### src/include/ioPeriph_consts.svh
`ifndef IOPERIPH_CONSTS_SVH
`define IOPERIPH_CONSTS_SVH

// Register offsets, matched against the low 16 address bits.
`define REG_TIMER_LO	16'hE000
`define REG_TIMER_HI	16'hE004
`define REG_RX_DATA		16'hE010
`define REG_TX_DATA		16'hE014
`define REG_STATUS		16'hE018
`define REG_PINS		16'hE100
`define REG_OUT			16'hE104
`define REG_DIR			16'hE108
`define REG_SET			16'hE110
`define REG_CLEAR		16'hE114

`define TICK_DIV		4	// Clocks per microsecond tick.
`define BIT_CLKS		8	// Clocks per UART bit.
`define FIFO_DEPTH		8	// Entries per UART FIFO, a power of two.

`endif

### src/verilog/ioPeriphPkg.sv
package ioPeriphPkg;

	typedef enum logic [1:0]
	{
		opIdle	= 2'b00,
		opRead	= 2'b01,
		opWrite	= 2'b10
	} mmioOp;

	typedef enum logic [1:0]
	{
		okReady	= 2'b00,	// Idle, or the address is not mapped.
		okOk	= 2'b01
	} mmioOk;

	typedef enum logic [3:0]
	{
		selNone, selTimerLo, selTimerHi, selRxData, selTxData, selStatus,
		selPins, selOut, selDir, selSet, selClear
	} regSel;

endpackage

### src/verilog/mmioDecode.sv
`timescale 1ns/1ps
`include "ioPeriph_consts.svh"

module mmioDecode(
	input logic clock,
	input logic rstN,
	input ioPeriphPkg::mmioOp mmioOp,
	input logic [15:0] mmioAddr,
	output ioPeriphPkg::regSel sel,
	output logic rdStrobe,
	output logic wrStrobe
);
	ioPeriphPkg::mmioOp lastOp;

	always_comb
	begin
		case (mmioAddr)
			`REG_TIMER_LO:	sel = ioPeriphPkg::selTimerLo;
			`REG_TIMER_HI:	sel = ioPeriphPkg::selTimerHi;
			`REG_RX_DATA:	sel = ioPeriphPkg::selRxData;
			`REG_TX_DATA:	sel = ioPeriphPkg::selTxData;
			`REG_STATUS:	sel = ioPeriphPkg::selStatus;
			`REG_PINS:		sel = ioPeriphPkg::selPins;
			`REG_OUT:		sel = ioPeriphPkg::selOut;
			`REG_DIR:		sel = ioPeriphPkg::selDir;
			`REG_SET:		sel = ioPeriphPkg::selSet;
			`REG_CLEAR:		sel = ioPeriphPkg::selClear;
			default:		sel = ioPeriphPkg::selNone;
		endcase
	end

	always_ff @(posedge clock or negedge rstN)
	begin
		if (!rstN)
			lastOp <= ioPeriphPkg::opIdle;
		else
			lastOp <= mmioOp;
	end

	// A request has its side effects only in the cycle where it begins.
	assign rdStrobe = (mmioOp == ioPeriphPkg::opRead) && (lastOp != ioPeriphPkg::opRead);
	assign wrStrobe = (mmioOp == ioPeriphPkg::opWrite) && (lastOp != ioPeriphPkg::opWrite);

	opKnown: assert property (@(posedge clock) disable iff (!rstN) !$isunknown(mmioOp));

endmodule

### src/verilog/gpioBank.sv
`timescale 1ns/1ps

module gpioBank(
	input logic clock,
	input logic rstN,
	input ioPeriphPkg::regSel sel,
	input logic wrStrobe,
	input logic [31:0] mmioWData,
	output logic [31:0] outReg,
	output logic [31:0] dirReg
);

	always_ff @(posedge clock or negedge rstN)
	begin
		if (!rstN)
		begin
			outReg <= '0;
			dirReg <= '0;	// All pins start as inputs.
		end
		else if (wrStrobe)
		begin
			case (sel)
				ioPeriphPkg::selOut:
					outReg <= mmioWData;
				ioPeriphPkg::selDir:
					dirReg <= mmioWData;
				ioPeriphPkg::selSet:
					outReg <= outReg | mmioWData;	// Set only the bits written as one.
				ioPeriphPkg::selClear:
					outReg <= outReg & ~mmioWData;
				default:
				begin
				end
			endcase
		end
	end

endmodule

### src/verilog/tickTimer.sv
`timescale 1ns/1ps
`include "ioPeriph_consts.svh"

module tickTimer(
	input logic clock,
	input logic rstN,
	output logic [63:0] ticks
);
	localparam int PreW = $clog2(`TICK_DIV + 1);

	logic [PreW-1:0] preCount;
	logic tickNow;

	assign tickNow = preCount == PreW'(`TICK_DIV - 1);	// Last clock of a microsecond.

	always_ff @(posedge clock or negedge rstN)
	begin
		if (!rstN)
		begin
			preCount <= '0;
			ticks <= '0;
		end
		else
		begin
			preCount <= tickNow ? '0 : preCount + 1'b1;
			if (tickNow)
				ticks <= ticks + 64'd1;
		end
	end

endmodule

### src/verilog/uartTx.sv
`timescale 1ns/1ps
`include "ioPeriph_consts.svh"

module uartTx(
	input logic clock,
	input logic rstN,
	input ioPeriphPkg::regSel sel,
	input logic wrStrobe,
	input logic [31:0] mmioWData,
	output logic txFull,
	output logic txEmpty,
	output logic uartTxPin
);
	localparam int PtrW = $clog2(`FIFO_DEPTH);
	localparam int CntW = $clog2(`BIT_CLKS);

	typedef enum logic [1:0] {txIdle, txStart, txData, txStop} txState;

	logic [7:0] fifoMem [`FIFO_DEPTH];
	logic [PtrW-1:0] wrPtr;
	logic [PtrW-1:0] rdPtr;
	logic [PtrW:0] count;
	txState state;
	logic [CntW-1:0] bitTimer;
	logic [2:0] bitIdx;
	logic [7:0] shiftReg;
	logic push;
	logic pop;
	logic bitDone;

	assign push = wrStrobe && (sel == ioPeriphPkg::selTxData) && !txFull;
	assign pop = (state == txIdle) && (count != '0);	// The shifter takes the head when idle.
	assign bitDone = bitTimer == CntW'(`BIT_CLKS - 1);
	assign txFull = count == (PtrW + 1)'(`FIFO_DEPTH);
	assign txEmpty = (count == '0) && (state == txIdle);	// Nothing queued and nothing in flight.

	always_ff @(posedge clock)
	begin
		if (push)
			fifoMem[wrPtr] <= mmioWData[7:0];
	end

	always_ff @(posedge clock or negedge rstN)
	begin
		if (!rstN)
		begin
			wrPtr <= '0;
			rdPtr <= '0;
			count <= '0;
		end
		else
		begin
			if (push)
				wrPtr <= wrPtr + 1'b1;
			if (pop)
				rdPtr <= rdPtr + 1'b1;
			case ({push, pop})
				2'b10:		count <= count + 1'b1;
				2'b01:		count <= count - 1'b1;
				default:	count <= count;
			endcase
		end
	end

	always_ff @(posedge clock or negedge rstN)
	begin
		if (!rstN)
		begin
			state <= txIdle;
			bitTimer <= '0;
			bitIdx <= '0;
			uartTxPin <= 1'b1;
		end
		else
		begin
			bitTimer <= (state == txIdle || bitDone) ? '0 : bitTimer + 1'b1;
			case (state)
				txIdle:
					if (pop)
					begin
						shiftReg <= fifoMem[rdPtr];
						uartTxPin <= 1'b0;	// Start bit.
						state <= txStart;
					end
				txStart:
					if (bitDone)
					begin
						uartTxPin <= shiftReg[0];
						shiftReg <= shiftReg >> 1;
						bitIdx <= '0;
						state <= txData;
					end
				txData:
					if (bitDone)
					begin
						if (bitIdx == 3'd7)
						begin
							uartTxPin <= 1'b1;	// Stop bit.
							state <= txStop;
						end
						else
						begin
							uartTxPin <= shiftReg[0];
							shiftReg <= shiftReg >> 1;
							bitIdx <= bitIdx + 1'b1;
						end
					end
				default:
					if (bitDone)
						state <= txIdle;
			endcase
		end
	end

	noPushWhenFull: assert property (@(posedge clock) disable iff (!rstN)
		txFull |=> $stable(wrPtr));

endmodule

### src/verilog/uartRx.sv
`timescale 1ns/1ps
`include "ioPeriph_consts.svh"

module uartRx(
	input logic clock,
	input logic rstN,
	input ioPeriphPkg::regSel sel,
	input logic rdStrobe,
	input logic uartRxPin,
	output logic [7:0] rxData,
	output logic rxFull,
	output logic rxReady
);
	localparam int PtrW = $clog2(`FIFO_DEPTH);
	localparam int CntW = $clog2(`BIT_CLKS);

	typedef enum logic [1:0] {rxIdle, rxStart, rxBits, rxStop} rxState;

	logic [7:0] fifoMem [`FIFO_DEPTH];
	logic [PtrW-1:0] wrPtr;
	logic [PtrW-1:0] rdPtr;
	logic [PtrW:0] count;
	logic [2:0] rxSync;
	logic rxBit;
	rxState state;
	logic [CntW-1:0] bitTimer;
	logic [3:0] bitIdx;
	logic [7:0] shiftReg;
	logic [7:0] holdReg;
	logic [7:0] headByte;
	logic readNow;
	logic push;
	logic pop;
	logic bitDone;

	assign rxBit = rxSync[1];
	assign bitDone = bitTimer == CntW'(`BIT_CLKS - 1);
	assign rxFull = count == (PtrW + 1)'(`FIFO_DEPTH);
	assign rxReady = count != '0;
	assign readNow = rdStrobe && (sel == ioPeriphPkg::selRxData);
	assign pop = readNow && rxReady;
	assign push = (state == rxStop) && bitDone && rxBit && !rxFull;	// Framing errors are dropped.
	assign headByte = rxReady ? fifoMem[rdPtr] : 8'h00;
	assign rxData = readNow ? headByte : holdReg;	// The popping read sees its byte at once.

	always_ff @(posedge clock)
	begin
		if (push)
			fifoMem[wrPtr] <= shiftReg;
	end

	always_ff @(posedge clock or negedge rstN)
	begin
		if (!rstN)
		begin
			wrPtr <= '0;
			rdPtr <= '0;
			count <= '0;
			holdReg <= '0;
		end
		else
		begin
			if (push)
				wrPtr <= wrPtr + 1'b1;
			if (pop)
				rdPtr <= rdPtr + 1'b1;
			if (readNow)
				holdReg <= headByte;
			case ({push, pop})
				2'b10:		count <= count + 1'b1;
				2'b01:		count <= count - 1'b1;
				default:	count <= count;
			endcase
		end
	end

	always_ff @(posedge clock or negedge rstN)
	begin
		if (!rstN)
		begin
			rxSync <= 3'b111;
			state <= rxIdle;
			bitTimer <= '0;
			bitIdx <= '0;
		end
		else
		begin
			rxSync <= {rxSync[1:0], uartRxPin};
			case (state)
				rxIdle:
				begin
					bitTimer <= '0;
					if (rxSync[2] && !rxBit)
						state <= rxStart;
				end
				rxStart:
					// Half a bit in, the start bit must still be low.
					if (bitTimer == CntW'(`BIT_CLKS / 2 - 1))
					begin
						bitTimer <= '0;
						bitIdx <= '0;
						state <= rxBit ? rxIdle : rxBits;
					end
					else
						bitTimer <= bitTimer + 1'b1;
				rxBits:
					if (bitDone)
					begin
						bitTimer <= '0;
						shiftReg <= {rxBit, shiftReg[7:1]};	// LSB arrives first.
						if (bitIdx == 4'd7)
							state <= rxStop;
						else
							bitIdx <= bitIdx + 1'b1;
					end
					else
						bitTimer <= bitTimer + 1'b1;
				default:
					if (bitDone)
						state <= rxIdle;
					else
						bitTimer <= bitTimer + 1'b1;
			endcase
		end
	end

	bitIdxRange: assert property (@(posedge clock) disable iff (!rstN) bitIdx <= 4'd7);

endmodule

### src/verilog/mmioResult.sv
`timescale 1ns/1ps

module mmioResult(
	input logic clock,
	input logic rstN,
	input ioPeriphPkg::regSel sel,
	input ioPeriphPkg::mmioOp mmioOp,
	input logic [63:0] ticks,
	input logic [31:0] outReg,
	input logic [31:0] dirReg,
	input logic [31:0] gpioIn,
	input logic [7:0] rxData,
	input logic txFull,
	input logic txEmpty,
	input logic rxFull,
	input logic rxReady,
	output logic [31:0] mmioRData,
	output ioPeriphPkg::mmioOk mmioOk
);
	logic [31:0] readMux;

	always_comb
	begin
		case (sel)
			ioPeriphPkg::selTimerLo:	readMux = ticks[31:0];
			ioPeriphPkg::selTimerHi:	readMux = ticks[63:32];
			ioPeriphPkg::selRxData:		readMux = {24'h0, rxData};
			ioPeriphPkg::selStatus:		readMux = {28'h0, txFull, txEmpty, rxFull, rxReady};
			ioPeriphPkg::selPins:		readMux = gpioIn;
			ioPeriphPkg::selOut,
			ioPeriphPkg::selSet,
			ioPeriphPkg::selClear:		readMux = outReg;
			ioPeriphPkg::selDir:		readMux = dirReg;
			default:					readMux = '0;
		endcase
	end

	always_ff @(posedge clock or negedge rstN)
	begin
		if (!rstN)
		begin
			mmioOk <= ioPeriphPkg::okReady;
			mmioRData <= '0;
		end
		else if (mmioOp == ioPeriphPkg::opIdle)
		begin
			mmioOk <= ioPeriphPkg::okReady;
			mmioRData <= '0;
		end
		else if (mmioOk != ioPeriphPkg::okOk)
		begin
			// Once answered, the reply holds until the master goes idle.
			mmioOk <= (sel == ioPeriphPkg::selNone) ? ioPeriphPkg::okReady : ioPeriphPkg::okOk;
			mmioRData <= readMux;
		end
	end

	readyAfterIdle: assert property (@(posedge clock) disable iff (!rstN)
		mmioOp == ioPeriphPkg::opIdle |=> mmioOk == ioPeriphPkg::okReady);

endmodule

### src/verilog/ioPeriph.sv
`timescale 1ns/1ps

module ioPeriph(
	input logic clock,
	input logic rstN,
	input ioPeriphPkg::mmioOp mmioOp,
	input logic [15:0] mmioAddr,
	input logic [31:0] mmioWData,
	input logic [31:0] gpioIn,
	input logic uartRxPin,
	output logic [31:0] mmioRData,
	output ioPeriphPkg::mmioOk mmioOk,
	output logic [31:0] gpioOut,
	output logic [31:0] gpioOe,
	output logic uartTxPin
);
	ioPeriphPkg::regSel sel;
	logic rdStrobe;
	logic wrStrobe;
	logic [63:0] ticks;
	logic txFull;
	logic txEmpty;
	logic [7:0] rxData;
	logic rxFull;
	logic rxReady;

	mmioDecode uDecode(.clock, .rstN, .mmioOp, .mmioAddr, .sel, .rdStrobe, .wrStrobe);

	// The GPIO registers drive the pins directly.
	gpioBank uGpio(.clock, .rstN, .sel, .wrStrobe, .mmioWData,
		.outReg(gpioOut), .dirReg(gpioOe));

	tickTimer uTimer(.clock, .rstN, .ticks);

	uartTx uTx(.clock, .rstN, .sel, .wrStrobe, .mmioWData, .txFull, .txEmpty, .uartTxPin);

	uartRx uRx(.clock, .rstN, .sel, .rdStrobe, .uartRxPin, .rxData, .rxFull, .rxReady);

	mmioResult uResult(.clock, .rstN, .sel, .mmioOp, .ticks,
		.outReg(gpioOut), .dirReg(gpioOe), .gpioIn, .rxData,
		.txFull, .txEmpty, .rxFull, .rxReady, .mmioRData, .mmioOk);

endmodule

### config.mk
export PLATFORM = sky130hd
export DESIGN_NAME = ioPeriph
export DESIGN_NICKNAME = d
export VERILOG_FILES = /design/src/verilog/ioPeriphPkg.sv /design/src/verilog/mmioDecode.sv /design/src/verilog/gpioBank.sv /design/src/verilog/tickTimer.sv /design/src/verilog/uartTx.sv /design/src/verilog/uartRx.sv /design/src/verilog/mmioResult.sv /design/src/verilog/ioPeriph.sv
export VERILOG_INCLUDE_DIRS = /design/src /design/src/include
export SDC_FILE = /design/constraint.sdc
export NUM_CORES = 1
export LEC_CHECK = 0
export BUFFER_PORTS_ARGS = -buffer_cell sky130_fd_sc_hd__buf_2
export CAP_MARGIN = 20
export CORE_MARGIN = 3
export CORE_UTILIZATION = 35
export DETAILED_ROUTE_END_ITERATION = 7
export GPL_TIMING_DRIVEN = 0
export MAX_ROUTING_LAYER = met4
export SLEW_MARGIN = 30
export SYNTH_ARGS = -nofsm -noshare
export SYNTH_HDL_FRONTEND = slang
export SYNTH_SLANG_ARGS = --single-unit
### constraint.sdc
create_clock -name clock -period 4.07 [get_ports clock]
set_input_delay 0.6105 -clock clock [delete_from_list [all_inputs] [get_ports clock]]
set_output_delay 0.6105 -clock clock [all_outputs]
set_load 0.02 [all_outputs]
# [Word level (Yosys, flattened, before mapping)]
# Memory sizes are Yosys's and may differ from the RTL's.
# Cells that the tools add are included.
[word_totals] out_inout_bits=99 n_memories=2 elab_cells=191 input_bits=85 reg_bits=232 ramBits=128
[memory_table] name="uRx.fifoMem" words=8 word_bits=8 read_ports=1 rd_ports_with_merged_regs=0 write_ports=1 line="uartRx.sv:19" rtl="logic [7:0] fifoMem [`FIFO_DEPTH];"
[memory_table] name="uTx.fifoMem" words=8 word_bits=8 read_ports=1 rd_ports_with_merged_regs=0 write_ports=1 line="uartTx.sv:19" rtl="logic [7:0] fifoMem [`FIFO_DEPTH];"
[op_classes] add_sub_neg=14 muxes=53 n_bitwise=3 reduce_logical=42 n_eq_ne=53
[op_table] op="$pmux 32 s7" count=1
[op_table] op="$eq 16x16->1 const B" count=10
[op_table] op="$pmux 32 s3" count=1
[op_table] op="$add 64x1->64 const B" count=1
[op_table] op="$mux 32" count=2
[op_table] op="$mux 8" count=6
[op_table] op="$pmux 4 s10" count=1
[op_table] op="$and 32x32->32" count=1
[op_table] op="$not 32->32" count=1
[op_table] op="$or 32x32->32" count=1
[op_table] op="$mux 2" count=13
[op_table] op="$add 3x1->3 const B" count=8
[op_table] op="$mux 3" count=8
[op_table] op="$pmux 4 s2" count=3
[op_table] op="$pmux 8 s3" count=1
[op_table] op="$eq 4x3->1 const B" count=5
[op_table] op="$eq 4x4->1 const B" count=5
[op_table] op="$ne 2x1->1 const B" count=10
[op_table] op="$add 4x1->4 const B" count=3
[op_table] op="$eq 2x2->1 const B" count=6
[op_table] op="$logic_and 1x1->1" count=12
[op_table] op="$mux 4" count=3
[op_table] op="$pmux 2 s3" count=2
[op_table] op="$reduce_and 4->1" count=3
[op_table] op="other kinds (24)" count=58

# [Longest topological paths before layout]
[logic_depth] word_depth=8 mapped_depth=13 ltp_nobuf=12

# [By module]
# From an unflattened synthesis, not the netlist that was laid out.
[hier_totals] cells_unflattened=1272 area_unflattened_um2=16758.6
[modules_own_cells] mod="uartRx" seq_area_each_um2=2916.5 area_each_um2=4179.0 instances=1 cells_each=253
[modules_own_cells] mod="uartTx" seq_area_each_um2=2638.8 area_each_um2=4003.8 instances=1 cells_each=249
[modules_own_cells] mod="tickTimer" seq_area_each_um2=1676.6 area_each_um2=3155.5 instances=1 cells_each=299
[modules_own_cells] mod="gpioBank" seq_area_each_um2=1601.5 area_each_um2=2663.8 instances=1 cells_each=187
[modules_own_cells] mod="mmioResult" seq_area_each_um2=825.8 area_each_um2=2499.9 instances=1 cells_each=254
[modules_own_cells] mod="mmioDecode" seq_area_each_um2=50.0 area_each_um2=256.5 instances=1 cells_each=30

# [Worst setup path before layout]
# Ideal clock, no wire load.
[synth_path] path_kind="input-to-reg" startpoint="in mmioAddr[2]" endpoint="reg uRx.count[2]" setup_time_ns=0.126 cell_stages=13 path_buffers=2 required_time_ns=3.944 arrival_time_ns=3.405 slack_ns=0.539 cell_sequence="clkbuf_1 or4_4 or4b_1 clkbuf_1 or2_4 nor2_2 ha_1 xor2_1 ha_1 a21oi_1 xor2_1 nor2_1 xor2_1"
[synth_between] elab_chain_cells=7 elab_cells_between_ends=18 cone_classes="eq/ne (13); mux (2); reduce/logical (3)"
[synth_lines] element="from (decl)" line="ioPeriph.sv:7" rtl="input logic [15:0] mmioAddr,"
[synth_lines] element="$eq 16x16->1" line="mmioDecode.sv:17" rtl="case (mmioAddr)"
[synth_lines] element="$pmux 4 s10 *" line="mmioDecode.sv:17"
[synth_lines] element="$eq 4x2->1 *" line="uartRx.sv:40" rtl="assign readNow = rdStrobe && (sel == ioPeriphPkg::selRxData);"
[synth_lines] element="$logic_and 1x1->1 *" line="uartRx.sv:40"
[synth_lines] element="$logic_and 1x1->1 *" line="uartRx.sv:41" rtl="assign pop = readNow && rxReady;"
[synth_lines] element="via uRx.pop" line="uartRx.sv:33" rtl="logic pop;"
[synth_lines] element="$eq 2x1->1 / $eq 2x2->1 (equally long branches)" line="uartRx.sv:69" rtl="case ({push, pop})"
[synth_lines] element="$pmux 4 s2 / $reduce_bool 2->1 (equally long branches)"
[synth_lines] element="to (signal assigned)" line="uartRx.sv:70" rtl="2'b10: count <= count + 1'b1;"
[synth_lines] element="to (signal assigned)" line="uartRx.sv:71" rtl="2'b01: count <= count - 1'b1;"
[synth_lines] element="to (signal assigned)" line="uartRx.sv:72" rtl="default: count <= count;"
[synth_lines] element="to (decl)" line="uartRx.sv:22" rtl="logic [PtrW:0] count;"
# The timed path passes the listed nets; every way through them passes the cells marked *.
# A chain may end at the register's enable or synchronous reset.

# [Final worst setup path]
[layout_path] startpoint="in mmioAddr[3]" endpoint="reg uRx.count[3]"
# The elaborated chain is that of the path after synthesis.

==> results.sh <==
export IMPL_status="finished, final reports clean"
export IMPL_root_buffer="clkbuf_16"
export IMPL_row_count=78
export IMPL_clockBufferDepth=3
export IMPL_cpMostUsedCell="clkbuf_1"
export IMPL_crit_type="in -> reg"
export IMPL_n_fill_cell=4259
export IMPL_hpwl_um=33580
export IMPL_slew_headroom_pct=29.56
export IMPL_die_w_um=222.1
export IMPL_yosysUniqueCellTypes=67
export IMPL_cts_tree="yes"
export IMPL_grt_pass1_vias=11715
export IMPL_dp_slack_ps=-67.01
export IMPL_die_height_um=222.1
export IMPL_vias_per_cell=5.464
export IMPL_cp_max_fo=8
export IMPL_hp_class="in -> reg"
export IMPL_power_density_nw_per_um2=446.2
export IMPL_port_buffers=179
export IMPL_syn_inst=1296
export IMPL_overflow=0
export IMPL_rsz0062_at_grt="false"
export IMPL_yosysSeqAreaShare_pct=59.43
export IMPL_setup_violations_final=0
export IMPL_synth_edf_count=144
export IMPL_start_kind="input port"
export IMPL_ant_nets=0
export IMPL_cp_num_buf_inv=2
export IMPL_fin_worst_skew_ps=10.93
export IMPL_final_common_cell="dfrtp_1"
export IMPL_drt_iter0_drc=1022
export IMPL_arrival_ps=4150
export IMPL_cts_resized=0
export IMPL_p_leak_nw=8.244
export IMPL_worst_pin_slew_ps=1057
export IMPL_ys_warn_count=0
export IMPL_initial_utilization_pct=35.69
export IMPL_worst_path_max_delay_cell="or4_4"
export IMPL_ys_ff_latch=359
export IMPL_cts_sinks=359
export IMPL_numCtsBuffers=39
export IMPL_cp_top_family="simple AND/OR/NAND/NOR gates"
export IMPL_vdd_drop_max_mv=0.3951
export IMPL_mostFrequentLayoutCells="211 x dfrtp_1, 186 x buf_2, 146 x nand2_1"
export IMPL_final_nets=1640
export IMPL_syn_nets=1407
export IMPL_ys_async_sr_fraction_pct=59.89
export IMPL_antenna_found_initial=13
export IMPL_synth_flop_cell="dfrtp_1"
export IMPL_finalMaxSlewViolations=0
export IMPL_grt_max_degree=68
export IMPL_routedWlPerCell_um=21.28
export IMPL_hold_viol=0
export IMPL_layout_setup_ws_ps=381.7
export IMPL_required_ps=4530
export IMPL_utilization_pct=42.68
export IMPL_core_um2=45770
export IMPL_final_setup_tns_ps=0
export IMPL_routed_wl_um=46140
export IMPL_grt_pass1_wl_um=71370
export IMPL_htree_levels=2
export IMPL_die_area_um2=49310
export IMPL_max_stage_delay_ps=550
export IMPL_syn2layout_area_growth_pct=19.58
export IMPL_gp_congestion=0.8793
export IMPL_max_freq_mhz=271.1
export IMPL_drt_first_pass_iters=6
export IMPL_io_pin_count=184
export IMPL_clk_transition_reported_paths_ps=60
export IMPL_grt_usage_pct=18.96
export IMPL_maxCapViolCount=0
export IMPL_min_period_ps=3688
export IMPL_cp_end_kind="flop"
export IMPL_insertion_delay_ps=530
export IMPL_layout_drive_gt1_share_pct=26.24
export IMPL_syn_area_um2=16340
export IMPL_post_route_drc_count=0
export IMPL_post_route_period_util_pct=90.62
export IMPL_vias=11845
export IMPL_postSynthAreaPerCell_um2=12.61
export IMPL_p_total_mw=8.716
export IMPL_path_cells="clkbuf_1, or4_4, or4b_1, clkbuf_1, or2_4, nor2_2, ha_1, nand2_1, mux2_2, o22ai_1, o21ai_0, nor2_1, xor2_1"
[timing repair]
item                                   CTS  global route
hold buffers                             1             0
endpoints found under the hold margin   44             0
setup endpoints to repair                0             0
buffers inserted                         0             0
[registers in the layout (all words and copies together), names as in the netlist, 4 cells and up]
name / count
uRx.shiftReg: 8
uTimer.ticks: 64
uTx.fifoMem: 64
uRx.holdReg: 8
uRx.bitIdx: 4
uGpio.dirReg: 32
uResult.mmioRData: 32
uGpio.outReg: 32
uTx.shiftReg: 8
uTx.count: 4
uRx.fifoMem: 64
uRx.count: 4
[cells in the mapped netlist (10+ instances only)]
cell      number  area, um2
mux2_2        53      596.8
mux2i_1       18      180.2
edfxtp_1     144       4324
a22o_1        22      192.7
mux4_2        32      720.7
o21ai_0       35      175.2
a22oi_1       16      120.1
ha_1          26      325.3
nor2_1        46      172.7
and3_1        21      131.4
a221oi_1      24      210.2
dfrtp_1      211       5280
nand2_1      146      548.0
a21oi_1       12      60.06
nor2b_1       15      93.84
a21o_1        15      112.6
nand3_1       89      445.4
xor2_1        33      289.0
clkbuf_1      47      176.4
nand4_1       25      156.4
nor3_1        30      150.1
a222oi_1      10      100.1
nor4_1        17      106.4
or3b_2        32      280.3
xnor2_1       49      429.2
inv_1         24      90.09
[cells by family after synthesis]
logic type / share of synthesized area [%]
flops: 59.43
mux: 9.167
other cells: 0.02295
buf+inv: 2.114
fa+ha+maj: 1.991
xor+xnor: 4.396
compound gates: 7.636
simple gates: 15.24
[per-stage QoR]
stage	cell area [um2]	instances	hold WS, ps
after floorplan	16340	1296	314.9
after global placement	17980	2075	347.4
after detailed placement	18230	2087	346.8
after CTS	19500	2155	174.8
after global routing	19530	2167	179.5
final	19540	2168	199.5
[power by group]
group | switching, mW | internal, mW | total (mW)
logic | 0.682 | 0.504 | 1.19
registers | 0.0879 | 3.93 | 4.02
clock network | 1.45 | 2.05 | 3.51
total | 2.22 | 6.49 | 8.72
[path summary, 6_finish.rpt]
| kind | startpoint | to | slack [ps] | cells after the start |
|---|---|---|---|---|
| max in group asynchronous | rstN | uRx.rxSync[1]$_DFF_PN1_ | 2450 | 4 |
| hold / removal | uartRxPin | uRx.rxSync[0]$_DFF_PN1_ | 200 | 1 |
| setup / recovery | mmioAddr[3] | uRx.count[3]$_DFFE_PN0P_ | 380 | 13 |
| setup reg to reg | uRx.bitTimer[0]$_DFFE_PN0P_ | uRx.count[3]$_DFFE_PN0P_ | 890 | 12 |
| hold reg to reg | uRx.rxSync[0]$_DFF_PN1_ | uRx.rxSync[1]$_DFF_PN1_ | 350 | 0 |
| min in group asynchronous | rstN | uGpio.outReg[16]$_DFFE_PN0P_ | 560 | 2 |
[layer usage]
layer	vias up	global-route usage [%]	part of all wire (%)
met1	6014	26.49	45
met2	421	27.71	45
li1	5348	-	-
met4	0	4.871	2.1
met3	62	4.780	8.3
met5	-	-	0
[cell type report]
cell class	count	area (um2)	area share (%)
Clock inverter	15	145.1	0.7430
Buffer	63	255.2	1.307
Sequential cell	359	9709	49.70
Timing Repair Buffer	192	1061	5.431
Multi-Input combinational cell	850	6375	32.63
Clock buffer	52	1116	5.713
Antenna cell	13	32.53	0.1665
Inverter	24	90.09	0.4612
Tap cell	600	750.7	3.843
No activity file was read; power rests on OpenSTA's default activity.
